<file path="src/stcDemod_cfg.svh">
`ifndef STCDEMOD_CFG_SVH
`define STCDEMOD_CFG_SVH

// Datapath widths
`define ADC_W       14          // ADC and DAC word
`define SAMPLE_W    18          // Internal signed sample

// Register port
`define REG_ADDR_W  8
`define REG_DATA_W  32

`define VER_NUMBER  530

//*********************************************************************
// Register map
//*********************************************************************
`define VERSION_ADDR        8'h00   // Read only
`define SCRATCH_ADDR        8'h04
`define CLOCKS_PER_BIT_ADDR 8'h10
`define DAC_SELECT_ADDR     8'h14

// Bit rate control
`define CPB_RESET   16
`define CPB_W       16

`endif

</file>
<file path="src/stcDemodPkg.sv">
`include "stcDemod_cfg.svh"

package stcDemodPkg;

    // Raw converter word, offset binary
    typedef logic [`ADC_W-1:0] adcWord_t;

    // Internal two's complement sample
    typedef logic signed [`SAMPLE_W-1:0] sample_t;

    //*********************************************************************
    // Register port
    //*********************************************************************
    typedef logic [`REG_ADDR_W-1:0]   regAddr_t;
    typedef logic [`REG_DATA_W-1:0]   regData_t;
    typedef logic [`REG_DATA_W/8-1:0] byteEn_t;     // One per byte lane

    typedef logic [`CPB_W-1:0] clocksPerBit_t;

    // DAC source select, code 3 is unused and outputs zero
    typedef enum logic [1:0] {
        dacSrcAdc  = 2'd0,
        dacSrcBit  = 2'd1,
        dacSrcZero = 2'd2
    } dacSource_t;

endpackage

</file>
<file path="src/adcReclock.sv">
`timescale 1ns/1ps
`include "stcDemod_cfg.svh"

module adcReclock import stcDemodPkg::*; (
    input  logic     clk,
    input  logic     rstN,
    input  adcWord_t adc,
    output sample_t  adcSample
);

    adcWord_t adcReg;       // Pad register stage

    //*********************************************************************
    // Reclock and convert
    //*********************************************************************
    always_ff @(posedge clk or negedge rstN) begin
        if (!rstN) begin
            adcReg    <= '0;
            adcSample <= '0;
        end else begin
            adcReg <= adc;
            // Offset binary to two's complement, left justified
            adcSample <= sample_t'({
                ~adcReg[`ADC_W-1],
                adcReg[`ADC_W-2:0],
                {(`SAMPLE_W-`ADC_W){1'b0}}
            });
        end
    end

endmodule

</file>
<file path="src/bitSync.sv">
`timescale 1ns/1ps
`include "stcDemod_cfg.svh"

module bitSync import stcDemodPkg::*; (
    input  logic          clk,
    input  logic          rstN,
    input  clocksPerBit_t clocksPerBit,
    input  sample_t       adcSample,
    output logic          bitValue,
    output logic          chClkOut,
    output logic          chDataOut
);

    clocksPerBit_t effCpb;      // Clamped to at least 2
    clocksPerBit_t cnt;         // Cycles left in this period
    clocksPerBit_t lowCount;    // floor(period/2), clock low cycles
    logic          bitEn;
    logic          dataBit;

    assign effCpb = (clocksPerBit < clocksPerBit_t'(2)) ? clocksPerBit_t'(2) : clocksPerBit;
    assign bitEn  = (cnt <= clocksPerBit_t'(1));

    //*********************************************************************
    // Period counter
    //*********************************************************************
    always_ff @(posedge clk or negedge rstN) begin
        if (!rstN) begin
            cnt      <= '0;             // Wraps on the first edge
            lowCount <= '0;
            chClkOut <= 1'b0;
            dataBit  <= 1'b0;
        end else if (bitEn) begin
            // New period, rate change lands here
            cnt      <= effCpb;
            lowCount <= effCpb >> 1;
            chClkOut <= 1'b1;
            dataBit  <= ~adcSample[`SAMPLE_W-1];   // Sign slicer
        end else begin
            cnt      <= cnt - 1'b1;
            // High for the first ceil(period/2) cycles
            chClkOut <= (cnt - 1'b1) > lowCount;
        end
    end

    assign bitValue  = dataBit;     // To DAC source mux
    assign chDataOut = dataBit;     // Pin

endmodule

</file>
<file path="src/controlRegs.sv">
`timescale 1ns/1ps
`include "stcDemod_cfg.svh"

module controlRegs import stcDemodPkg::*; (
    input  logic          clk,
    input  logic          rstN,
    input  logic          regWr,
    input  regAddr_t      regAddr,
    input  regData_t      regWrData,
    input  byteEn_t       regByteEn,
    output regData_t      regRdData,
    output clocksPerBit_t clocksPerBit,
    output dacSource_t    dac0Source,
    output dacSource_t    dac1Source
);

    regData_t      scratch;
    clocksPerBit_t cpbReg;
    logic [1:0]    dac0Sel;     // DAC select bits 1:0
    logic [1:0]    dac1Sel;     // DAC select bits 5:4

    // Replace only the enabled byte lanes
    function automatic regData_t mergeBytes(
        regData_t oldVal,
        regData_t newVal,
        byteEn_t  en
    );
        regData_t result;
        result = oldVal;
        for (int i = 0; i < $bits(byteEn_t); i++) begin
            if (en[i]) begin
                result[8*i +: 8] = newVal[8*i +: 8];
            end
        end
        return result;
    endfunction

    //*********************************************************************
    // Register writes
    //*********************************************************************
    always_ff @(posedge clk or negedge rstN) begin
        if (!rstN) begin
            scratch <= '0;
            cpbReg  <= clocksPerBit_t'(`CPB_RESET);
            dac0Sel <= 2'b00;
            dac1Sel <= 2'b00;
        end else if (regWr) begin
            case (regAddr)
                `SCRATCH_ADDR: begin
                    scratch <= mergeBytes(scratch, regWrData, regByteEn);
                end
                `CLOCKS_PER_BIT_ADDR: begin
                    cpbReg <= clocksPerBit_t'(
                        mergeBytes(regData_t'(cpbReg), regWrData, regByteEn));
                end
                `DAC_SELECT_ADDR: begin
                    if (regByteEn[0]) begin
                        dac0Sel <= regWrData[1:0];
                        dac1Sel <= regWrData[5:4];
                    end
                end
                default: ;      // Version and unmapped addresses
            endcase
        end
    end

    // Read data mux
    always_comb begin
        case (regAddr)
            `VERSION_ADDR:        regRdData = regData_t'(`VER_NUMBER);
            `SCRATCH_ADDR:        regRdData = scratch;
            `CLOCKS_PER_BIT_ADDR: regRdData = regData_t'(cpbReg);
            `DAC_SELECT_ADDR:     regRdData = regData_t'({dac1Sel, 2'b00, dac0Sel});
            default:              regRdData = '0;
        endcase
    end

    assign clocksPerBit = cpbReg;
    assign dac0Source   = dacSource_t'(dac0Sel);
    assign dac1Source   = dacSource_t'(dac1Sel);

endmodule

</file>
<file path="src/dacOutput.sv">
`timescale 1ns/1ps
`include "stcDemod_cfg.svh"

module dacOutput import stcDemodPkg::*; (
    input  logic       clk,
    input  logic       rstN,
    input  dacSource_t dacSource,
    input  sample_t    adcSample,
    input  logic       bitValue,
    output adcWord_t   dacData
);

    // Full scale levels for the bit source
    localparam sample_t BIT_HIGH = {1'b0, {(`SAMPLE_W-1){1'b1}}};
    localparam sample_t BIT_LOW  = {1'b1, {(`SAMPLE_W-1){1'b0}}};

    sample_t srcReg;

    //*********************************************************************
    // Source select and output format
    //*********************************************************************
    always_ff @(posedge clk or negedge rstN) begin
        if (!rstN) begin
            srcReg  <= '0;
            dacData <= '0;
        end else begin
            case (dacSource)
                dacSrcAdc: begin
                    srcReg <= adcSample;
                end
                dacSrcBit: begin
                    srcReg <= bitValue ? BIT_HIGH : BIT_LOW;
                end
                default: begin
                    srcReg <= '0;       // Zero and unused code
                end
            endcase

            // Back to offset binary, top ADC_W bits of the sample
            dacData <= {
                ~srcReg[`SAMPLE_W-1],
                srcReg[`SAMPLE_W-2 -: `ADC_W-1]
            };
        end
    end

endmodule

</file>
<file path="src/regBus.sv">
`timescale 1ns/1ps

module regBus import stcDemodPkg::*; (
    input  logic     clk,
    input  logic     rstN,

    // Host side, four-phase handshake
    input  logic     req,
    input  logic     wr,
    input  regAddr_t addr,
    input  regData_t wrData,
    input  byteEn_t  byteEn,
    output logic     ack,
    output regData_t rdData,

    // Register file side
    output logic     regWr,
    output regAddr_t regAddr,
    output regData_t regWrData,
    output byteEn_t  regByteEn,
    input  regData_t regRdData
);

    typedef enum logic [1:0] {
        stIdle,
        stAccess,       // Register access cycle
        stDone,
        stRelease       // Ack high, waiting for req to drop
    } busState_t;

    busState_t state;
    logic      accept;

    assign accept = (state == stIdle) && req;

    //*********************************************************************
    // Handshake FSM
    //*********************************************************************
    always_ff @(posedge clk or negedge rstN) begin
        if (!rstN) begin
            state <= stIdle;
            ack   <= 1'b0;
            regWr <= 1'b0;
        end else begin
            regWr <= 1'b0;                  // Strobe lasts one cycle
            case (state)
                stIdle: begin
                    if (req) begin
                        regWr <= wr;
                        state <= stAccess;
                    end
                end
                stAccess: begin
                    state <= stDone;
                end
                stDone: begin
                    ack   <= 1'b1;          // Two cycles after req seen
                    state <= stRelease;
                end
                stRelease: begin
                    if (!req) begin
                        ack   <= 1'b0;
                        state <= stIdle;
                    end
                end
                default: begin
                    state <= stIdle;
                end
            endcase
        end
    end

    // Request fields held for the whole access
    always_ff @(posedge clk) begin
        if (accept) begin
            regAddr   <= addr;
            regWrData <= wrData;
            regByteEn <= byteEn;
        end
        // Read data captured in the access cycle, held until next read
        if (state == stAccess && !regWr) begin
            rdData <= regRdData;
        end
    end

endmodule

</file>
<file path="src/stcDemodTop.sv">
`timescale 1ns/1ps

module stcDemodTop import stcDemodPkg::*; (
    input  logic     clk,
    input  logic     rstN,

    // Host register port
    input  logic     req,
    input  logic     wr,
    input  regAddr_t addr,
    input  regData_t wrData,
    input  byteEn_t  byteEn,
    output logic     ack,
    output regData_t rdData,

    input  adcWord_t adc,
    output adcWord_t dac0Data,
    output adcWord_t dac1Data,

    // Channel clock and data pins
    output logic     chClkOut,
    output logic     chDataOut
);

    logic          regWr;
    regAddr_t      regAddr;
    regData_t      regWrData;
    byteEn_t       regByteEn;
    regData_t      regRdData;
    clocksPerBit_t clocksPerBit;
    dacSource_t    dac0Source;
    dacSource_t    dac1Source;
    sample_t       adcSample;
    logic          bitValue;

    //*********************************************************************
    // Bus interface
    //*********************************************************************
    regBus regBus_i (
        .clk(clk),
        .rstN(rstN),
        .req(req),
        .wr(wr),
        .addr(addr),
        .wrData(wrData),
        .byteEn(byteEn),
        .ack(ack),
        .rdData(rdData),
        .regWr(regWr),
        .regAddr(regAddr),
        .regWrData(regWrData),
        .regByteEn(regByteEn),
        .regRdData(regRdData)
    );

    //*********************************************************************
    // Registers
    //*********************************************************************
    controlRegs controlRegs_i (
        .clk(clk),
        .rstN(rstN),
        .regWr(regWr),
        .regAddr(regAddr),
        .regWrData(regWrData),
        .regByteEn(regByteEn),
        .regRdData(regRdData),
        .clocksPerBit(clocksPerBit),
        .dac0Source(dac0Source),
        .dac1Source(dac1Source)
    );

    //*********************************************************************
    // ADC reclock and bit output
    //*********************************************************************
    adcReclock adcReclock_i (
        .clk(clk),
        .rstN(rstN),
        .adc(adc),
        .adcSample(adcSample)
    );

    bitSync bitSync_i (
        .clk(clk),
        .rstN(rstN),
        .clocksPerBit(clocksPerBit),
        .adcSample(adcSample),
        .bitValue(bitValue),
        .chClkOut(chClkOut),
        .chDataOut(chDataOut)
    );

    //*********************************************************************
    // DAC outputs
    //*********************************************************************
    dacOutput dacOutput0_i (
        .clk(clk),
        .rstN(rstN),
        .dacSource(dac0Source),
        .adcSample(adcSample),
        .bitValue(bitValue),
        .dacData(dac0Data)
    );

    dacOutput dacOutput1_i (
        .clk(clk),
        .rstN(rstN),
        .dacSource(dac1Source),
        .adcSample(adcSample),
        .bitValue(bitValue),
        .dacData(dac1Data)
    );

endmodule

</file>
<file path="config.mk">
export PLATFORM = sky130hd
export DESIGN_NAME = stcDemodTop
export DESIGN_NICKNAME = d
export VERILOG_FILES = /design/src/stcDemodPkg.sv /design/src/adcReclock.sv /design/src/bitSync.sv /design/src/controlRegs.sv /design/src/dacOutput.sv /design/src/regBus.sv /design/src/stcDemodTop.sv
export VERILOG_INCLUDE_DIRS = /design/src
export SDC_FILE = /design/constraint.sdc
export NUM_CORES = 1
export LEC_CHECK = 0
export BUFFER_PORTS_ARGS = -buffer_cell sky130_fd_sc_hd__clkbuf_2
export CELL_PAD_IN_SITES_DETAIL_PLACEMENT = 2
export CELL_PAD_IN_SITES_GLOBAL_PLACEMENT = 2
export CORE_MARGIN = 1.5
export CORE_UTILIZATION = 44
export CTS_CLUSTER_SIZE = 8
export DETAILED_ROUTE_END_ITERATION = 6
export GPL_ROUTABILITY_DRIVEN = 0
export PLACE_DENSITY = 0.95
export SYNTH_ARGS = -nofsm -noshare
export SYNTH_HDL_FRONTEND = slang
export SYNTH_HIERARCHICAL = 1
export SYNTH_SLANG_ARGS = --single-unit
</file>
<file path="constraint.sdc">
create_clock -name clk -period 7.8 [get_ports clk]
set_input_delay 0.39 -clock clk [delete_from_list [all_inputs] [get_ports clk]]
set_output_delay 0.39 -clock clk [all_outputs]
set_load 0.005 [all_outputs]
</file>
=== Yosys cells after proc, flatten, opt, wreduce, memory -nomap -nowiden ===
Index checks and enable logic that the tools add are counted.

* Add/subtract/negate cells: 1
* Magnitude comparators: 3
* Equality and inequality tests: 10
* Mux-type cells: 14
* Bitwise logic cells: 4
* Reduce and logical (&&, ||, !) cells: 17

{| class="wikitable"
|+ Operators with widths
! cell !! number
|-
| $pmux 32 s4 || 1
|-
| $pmux 18 s2 || 2
|-
| $mux 16 || 2
|-
| $reduce_and 3->1 || 7
|-
| $mux 18 || 1
|-
| $eq 8x5->1 const B || 2
|-
| $gt 16x15->1 || 1
|-
| $le 16x1->1 const B || 1
|-
| $lt 16x2->1 const B || 1
|-
| $sub 16x1->16 const B || 1
|-
| $eq 8x3->1 const B || 1
|-
| $logic_not 8->1 || 1
|-
| $pmux 2 s4 || 1
|-
| $eq 2x1->1 const B || 3
|-
| $logic_not 2->1 || 3
|-
| $eq 2x2->1 const B || 2
|-
| $mux 1 || 4
|-
| $mux 2 || 2
|-
| $ne 2x2->1 const B || 2
|-
| $not 1->1 || 4
|-
| $reduce_and 2->1 || 2
|-
| $logic_and 1x1->1 || 2
|-
| $pmux 1 s2 || 1
|-
| $reduce_bool 2->1 || 1
|-
| $logic_not 1->1 || 1
|}

* Register bits: 257
* Bits of input ports: 62
* Output and inout port bits: 63
* Logic and storage cells: 74

=== Logic depth before layout (Yosys ltp) ===
* Word-level depth: 3
* Gate-level depth with buffers: 11
* Depth with buffers taken out: 11

=== By module ===
Netlist, hierarchy kept.

{| class="wikitable"
|+ Modules (own cells, without submodules)
! module !! instances !! cells an instance !! area an instance (um2) !! seq. area each (um2)
|-
| controlRegs || 1 || 185 || 2524.9 || 1302.5
|-
| regBus || 1 || 97 || 2521.2 || 2382.3
|-
| bitSync || 1 || 203 || 1960.6 || 825.8
|-
| dacOutput || 2 || 62 || 912.1 || 700.7
|-
| adcReclock || 1 || 34 || 738.2 || 700.7
|}

=== Least setup slack after synthesis ===
Ideal clock, no wire load.

* Kind: flip-flop to flip-flop
* From: register bitSync_i.cnt[3]
* To: register bitSync_i.chClkOut
* Library setup time: 0.090 ns
* Arrival time: 2.677 ns
* Data required time: 7.710 ns
* Slack: 5.033 ns
* Cell stages (with the launch flop): 11
* Buffers on the path: 1
* Period minus slack after synthesis: 2.767 ns
* Path through: dfrtp_1 -> or4_1 -> buf_2 -> or3_4 -> nor3_4 -> xor2_2 -> ha_1 -> nand4_1 -> a2111oi_0 -> nor3_1 -> o2111ai_1

* Word-level cells in the longest chain between the ends: 3
* Elaborated cells between the ends (all ways): 4
* Those cells by class: add/sub (1); order compare (2); mux (1)

{| class="wikitable"
|+ RTL lines
! what !! RTL line !! source
|-
| start: declaration || bitSync.sv:15 || <nowiki>clocksPerBit_t cnt;</nowiki>
|-
| start signal: assignment || bitSync.sv:34 || <nowiki>cnt <= effCpb;</nowiki>
|-
| start signal: assignment || bitSync.sv:39 || <nowiki>cnt <= cnt - 1'b1;</nowiki>
|-
| $sub 16x1->16 || bitSync.sv:41 || <nowiki>chClkOut <= (cnt - 1'b1) > lowCount;</nowiki>
|-
| $gt 16x15->1 || bitSync.sv:41 ||
|-
| $mux 1 * || bitSync.sv:32 || <nowiki>end else if (bitEn) begin</nowiki>
|-
| end signal: assignment || bitSync.sv:41 ||
|-
| end: declaration || bitSync.sv:10 || <nowiki>output logic chClkOut,</nowiki>
|}

Mark *: on every way between the ends. The rest lies on a longest branch, timed or not.
A chain may end at the register's enable or synchronous reset.

=== Worst setup path in the final report ===
Same ends and word-level chain as after synthesis.

==> flow_summary.yaml <==
run:
  maxCapViolCount: 0
sta:
  setup_violations: 0
  hold_viol: 0
  drv_slew: 0
  max_freq_ghz: 0.297
  rsz0062_at_grt: "no"
  final.period_utilization: 0.431
  setup-tns-final_ps: 0
  period_minus_slack_ps: 3360
  relSlewSlack: 0.184
  finClkSkew_ps: 25.5
  worst_pin_slew_ps: 1220
drt:
  drc: 0
  routed_wl_um: 31200
  dr.first_iter.drc_count: 345
  route.met3.wl_um: 1250
  routed.top_layer: "met4"
  vias_per_cell: 5.57
  wl_met1_um: 11700
  ant_nets: 0
  vias: 6039
  wl_met2_um: 17100
  firstDrtPassIters: 4
  wl_per_cell_um: 28.8
cts:
  cts-resized-gates: 0
  worstSkewPairLatency_ps: 530
  clockBufferDepth: 3
  clk_pin_slew_ps: 50
  cts_buffers: 37
  h-tree-depth: 2
  cts_sinks: 249
  cts_tree: "built"
  post_cts_buffers: 0
  cts_hold_buf: 12
  cts-root-buf: "clkbuf_16"
setup_path:
  crit_required_ps: 8210
  max_stage_delay_ps: 730
  path_class: "flop to flop"
  cp-end-kind: "flop"
  rr_worst_depth: 9
  cp-start-kind: "flop"
  reg2reg_slack_ps: 4440
  crit_chain: "or4_1 -> or3_4 -> nor3_4 -> xor2_2 -> ha_1 -> nand4_1 -> a2111oi_0 -> nor3_1 -> o2111ai_1"
  critical_path.max_fanout: 6
  arrival_ps: 3780
  r2r_end: "bitSync_i/chClkOut"
  cp_slowest_cell: "or4_1"
  rr_startpoint: "bitSync_i/cnt[3]"
cells_and_area:
  utilization: 0.544
  final_cell_area_um2: 11500
  area_delta_synth_final_pct: 20.8
  nFillCells: 1880
  layout-drive-gt1-share: 0.317
  stdcell_count: 1085
  final_common_cell: "dfrtp_1"
  antennaDiodeCount: 0
  mostFrequentLayoutCells: "dfrtp_1 (172), clkbuf_2 (123), edfxtp_1 (76), mux2_2 (49), clkbuf_16 (38)"
  nNetsFinal: 874
min_path:
  worstHoldEndpoint: "adcReclock_i/adcReg[7]"
  min_from: "adc[7]"
  hold_class: "input port to flop"
  holdPathStages: 1
floorplan:
  die_w_um: 150
  start_util: 0.451
  fp.dieArea_um2: 22600
  rows: 53
  dieHeight_um: 150
  boundaryPins: 125
  core-area_um2: 21200
grt:
  grt_pass1_vias: 7228
  antenna_found_initial: 0
  grt_usage: 0.290
  grt_max_degree: 89
  grt_pass1_wl_um: 47000
  overflow: 0
placement:
  placed_area_um2: 10300
  dp_hpwl_um: 17600
  port-buffer-count: 124
  dp.cells: 1013
synthesis:
  yosysWarnings: 6
  synth_nets: 722
  netlist_instances: 638
  syn_area_per_cell_um2: 14.9
  synth_area_um2: 9540
outcome:
  status: "complete, no violations"
power:
  p_per_area_nw_per_um2: 336
  power.leakage_nw: 5.17
  ir_drop_v: 0.000292
==> area by class of cell <==
class	instances	area, µm²	share of cell area
clock buffer	57	1020	0.0888
tap	275	344	0.0299
inverter	26	97.6	0.00848
sequential	249	6610	0.574
multi-input combinational	338	2650	0.230
clock inverter	2	25.0	0.00217
timing repair buffer	138	766	0.0665
==> sequential cells by signal, summed over array words and instances, names as in the netlist <==
| signal | flops |
|---|---|
| controlRegs_i/dac1Source | 2 |
| regBus_i/regByteEn | 4 |
| dacOutput0_i/dacData | 14 |
| bitSync_i/lowCount | 15 |
| controlRegs_i/clocksPerBit | 16 |
| dacOutput1_i/dacData | 14 |
| regBus_i/state | 2 |
| regBus_i/ack | 1 |
| regBus_i/regWrData | 32 |
| regBus_i/rdData | 32 |
| bitSync_i/bitValue | 1 |
| adcReclock_i/adcSample | 14 |
| bitSync_i/chClkOut | 1 |
| dacOutput1_i/srcReg | 14 |
| bitSync_i/cnt | 16 |
| controlRegs_i/dac0Source | 2 |
| adcReclock_i/adcReg | 14 |
| controlRegs_i/scratch | 32 |
| dacOutput0_i/srcReg | 14 |
| regBus_i/regWr | 1 |
| regBus_i/regAddr | 8 |
==> per-layer routing <==
metal | track usage | up-vias
li1 | - | 2552
met1 | 0.332 | 3191
met2 | 0.531 | 221
met3 | 0.0470 | 75
met4 | 0.126 | 0
met5 | 0 | -
==> worst max-delay path: cells and delay by family (launching register included) <==
kind            cells  cell delay (ps)
fa+ha+maj           1              340
compound gates      2              690
flops               1              440
xor+xnor            1              130
simple gates        5             1680
==> how the worst max path moves through the flow <==
stage,startpoint,endpoint,slack [ps],cells after the start
floorplan,bitSync_i/cnt[3],bitSync_i/chClkOut,5030,10
global placement,bitSync_i/cnt[3],bitSync_i/chClkOut,4860,10
detailed placement,bitSync_i/cnt[3],bitSync_i/chClkOut,4570,9
CTS,bitSync_i/cnt[3],bitSync_i/chClkOut,4460,9
global route,bitSync_i/cnt[3],bitSync_i/chClkOut,4290,9
finish,bitSync_i/cnt[3],bitSync_i/chClkOut,4440,9
==> where the power goes <==
part	total [mW]	switching [mW]	internal, mW
Combinational	0.675	0.424	0.251
Clock	1.49	0.596	0.894
Sequential	1.71	0.153	1.55
Total	3.87	1.17	2.70
==> metrics by stage <==
stage	hold slack [ps]	setup slack, ps	power [mW]
floorplan	94.4	5030	2.04
global placement	332	4860	2.25
detailed placement	336	4570	2.34
CTS	5.22	4460	3.89
global route	6.67	4290	4.02
finish	19.4	4440	3.87
No activity file was read; power rests on OpenSTA's default activity.
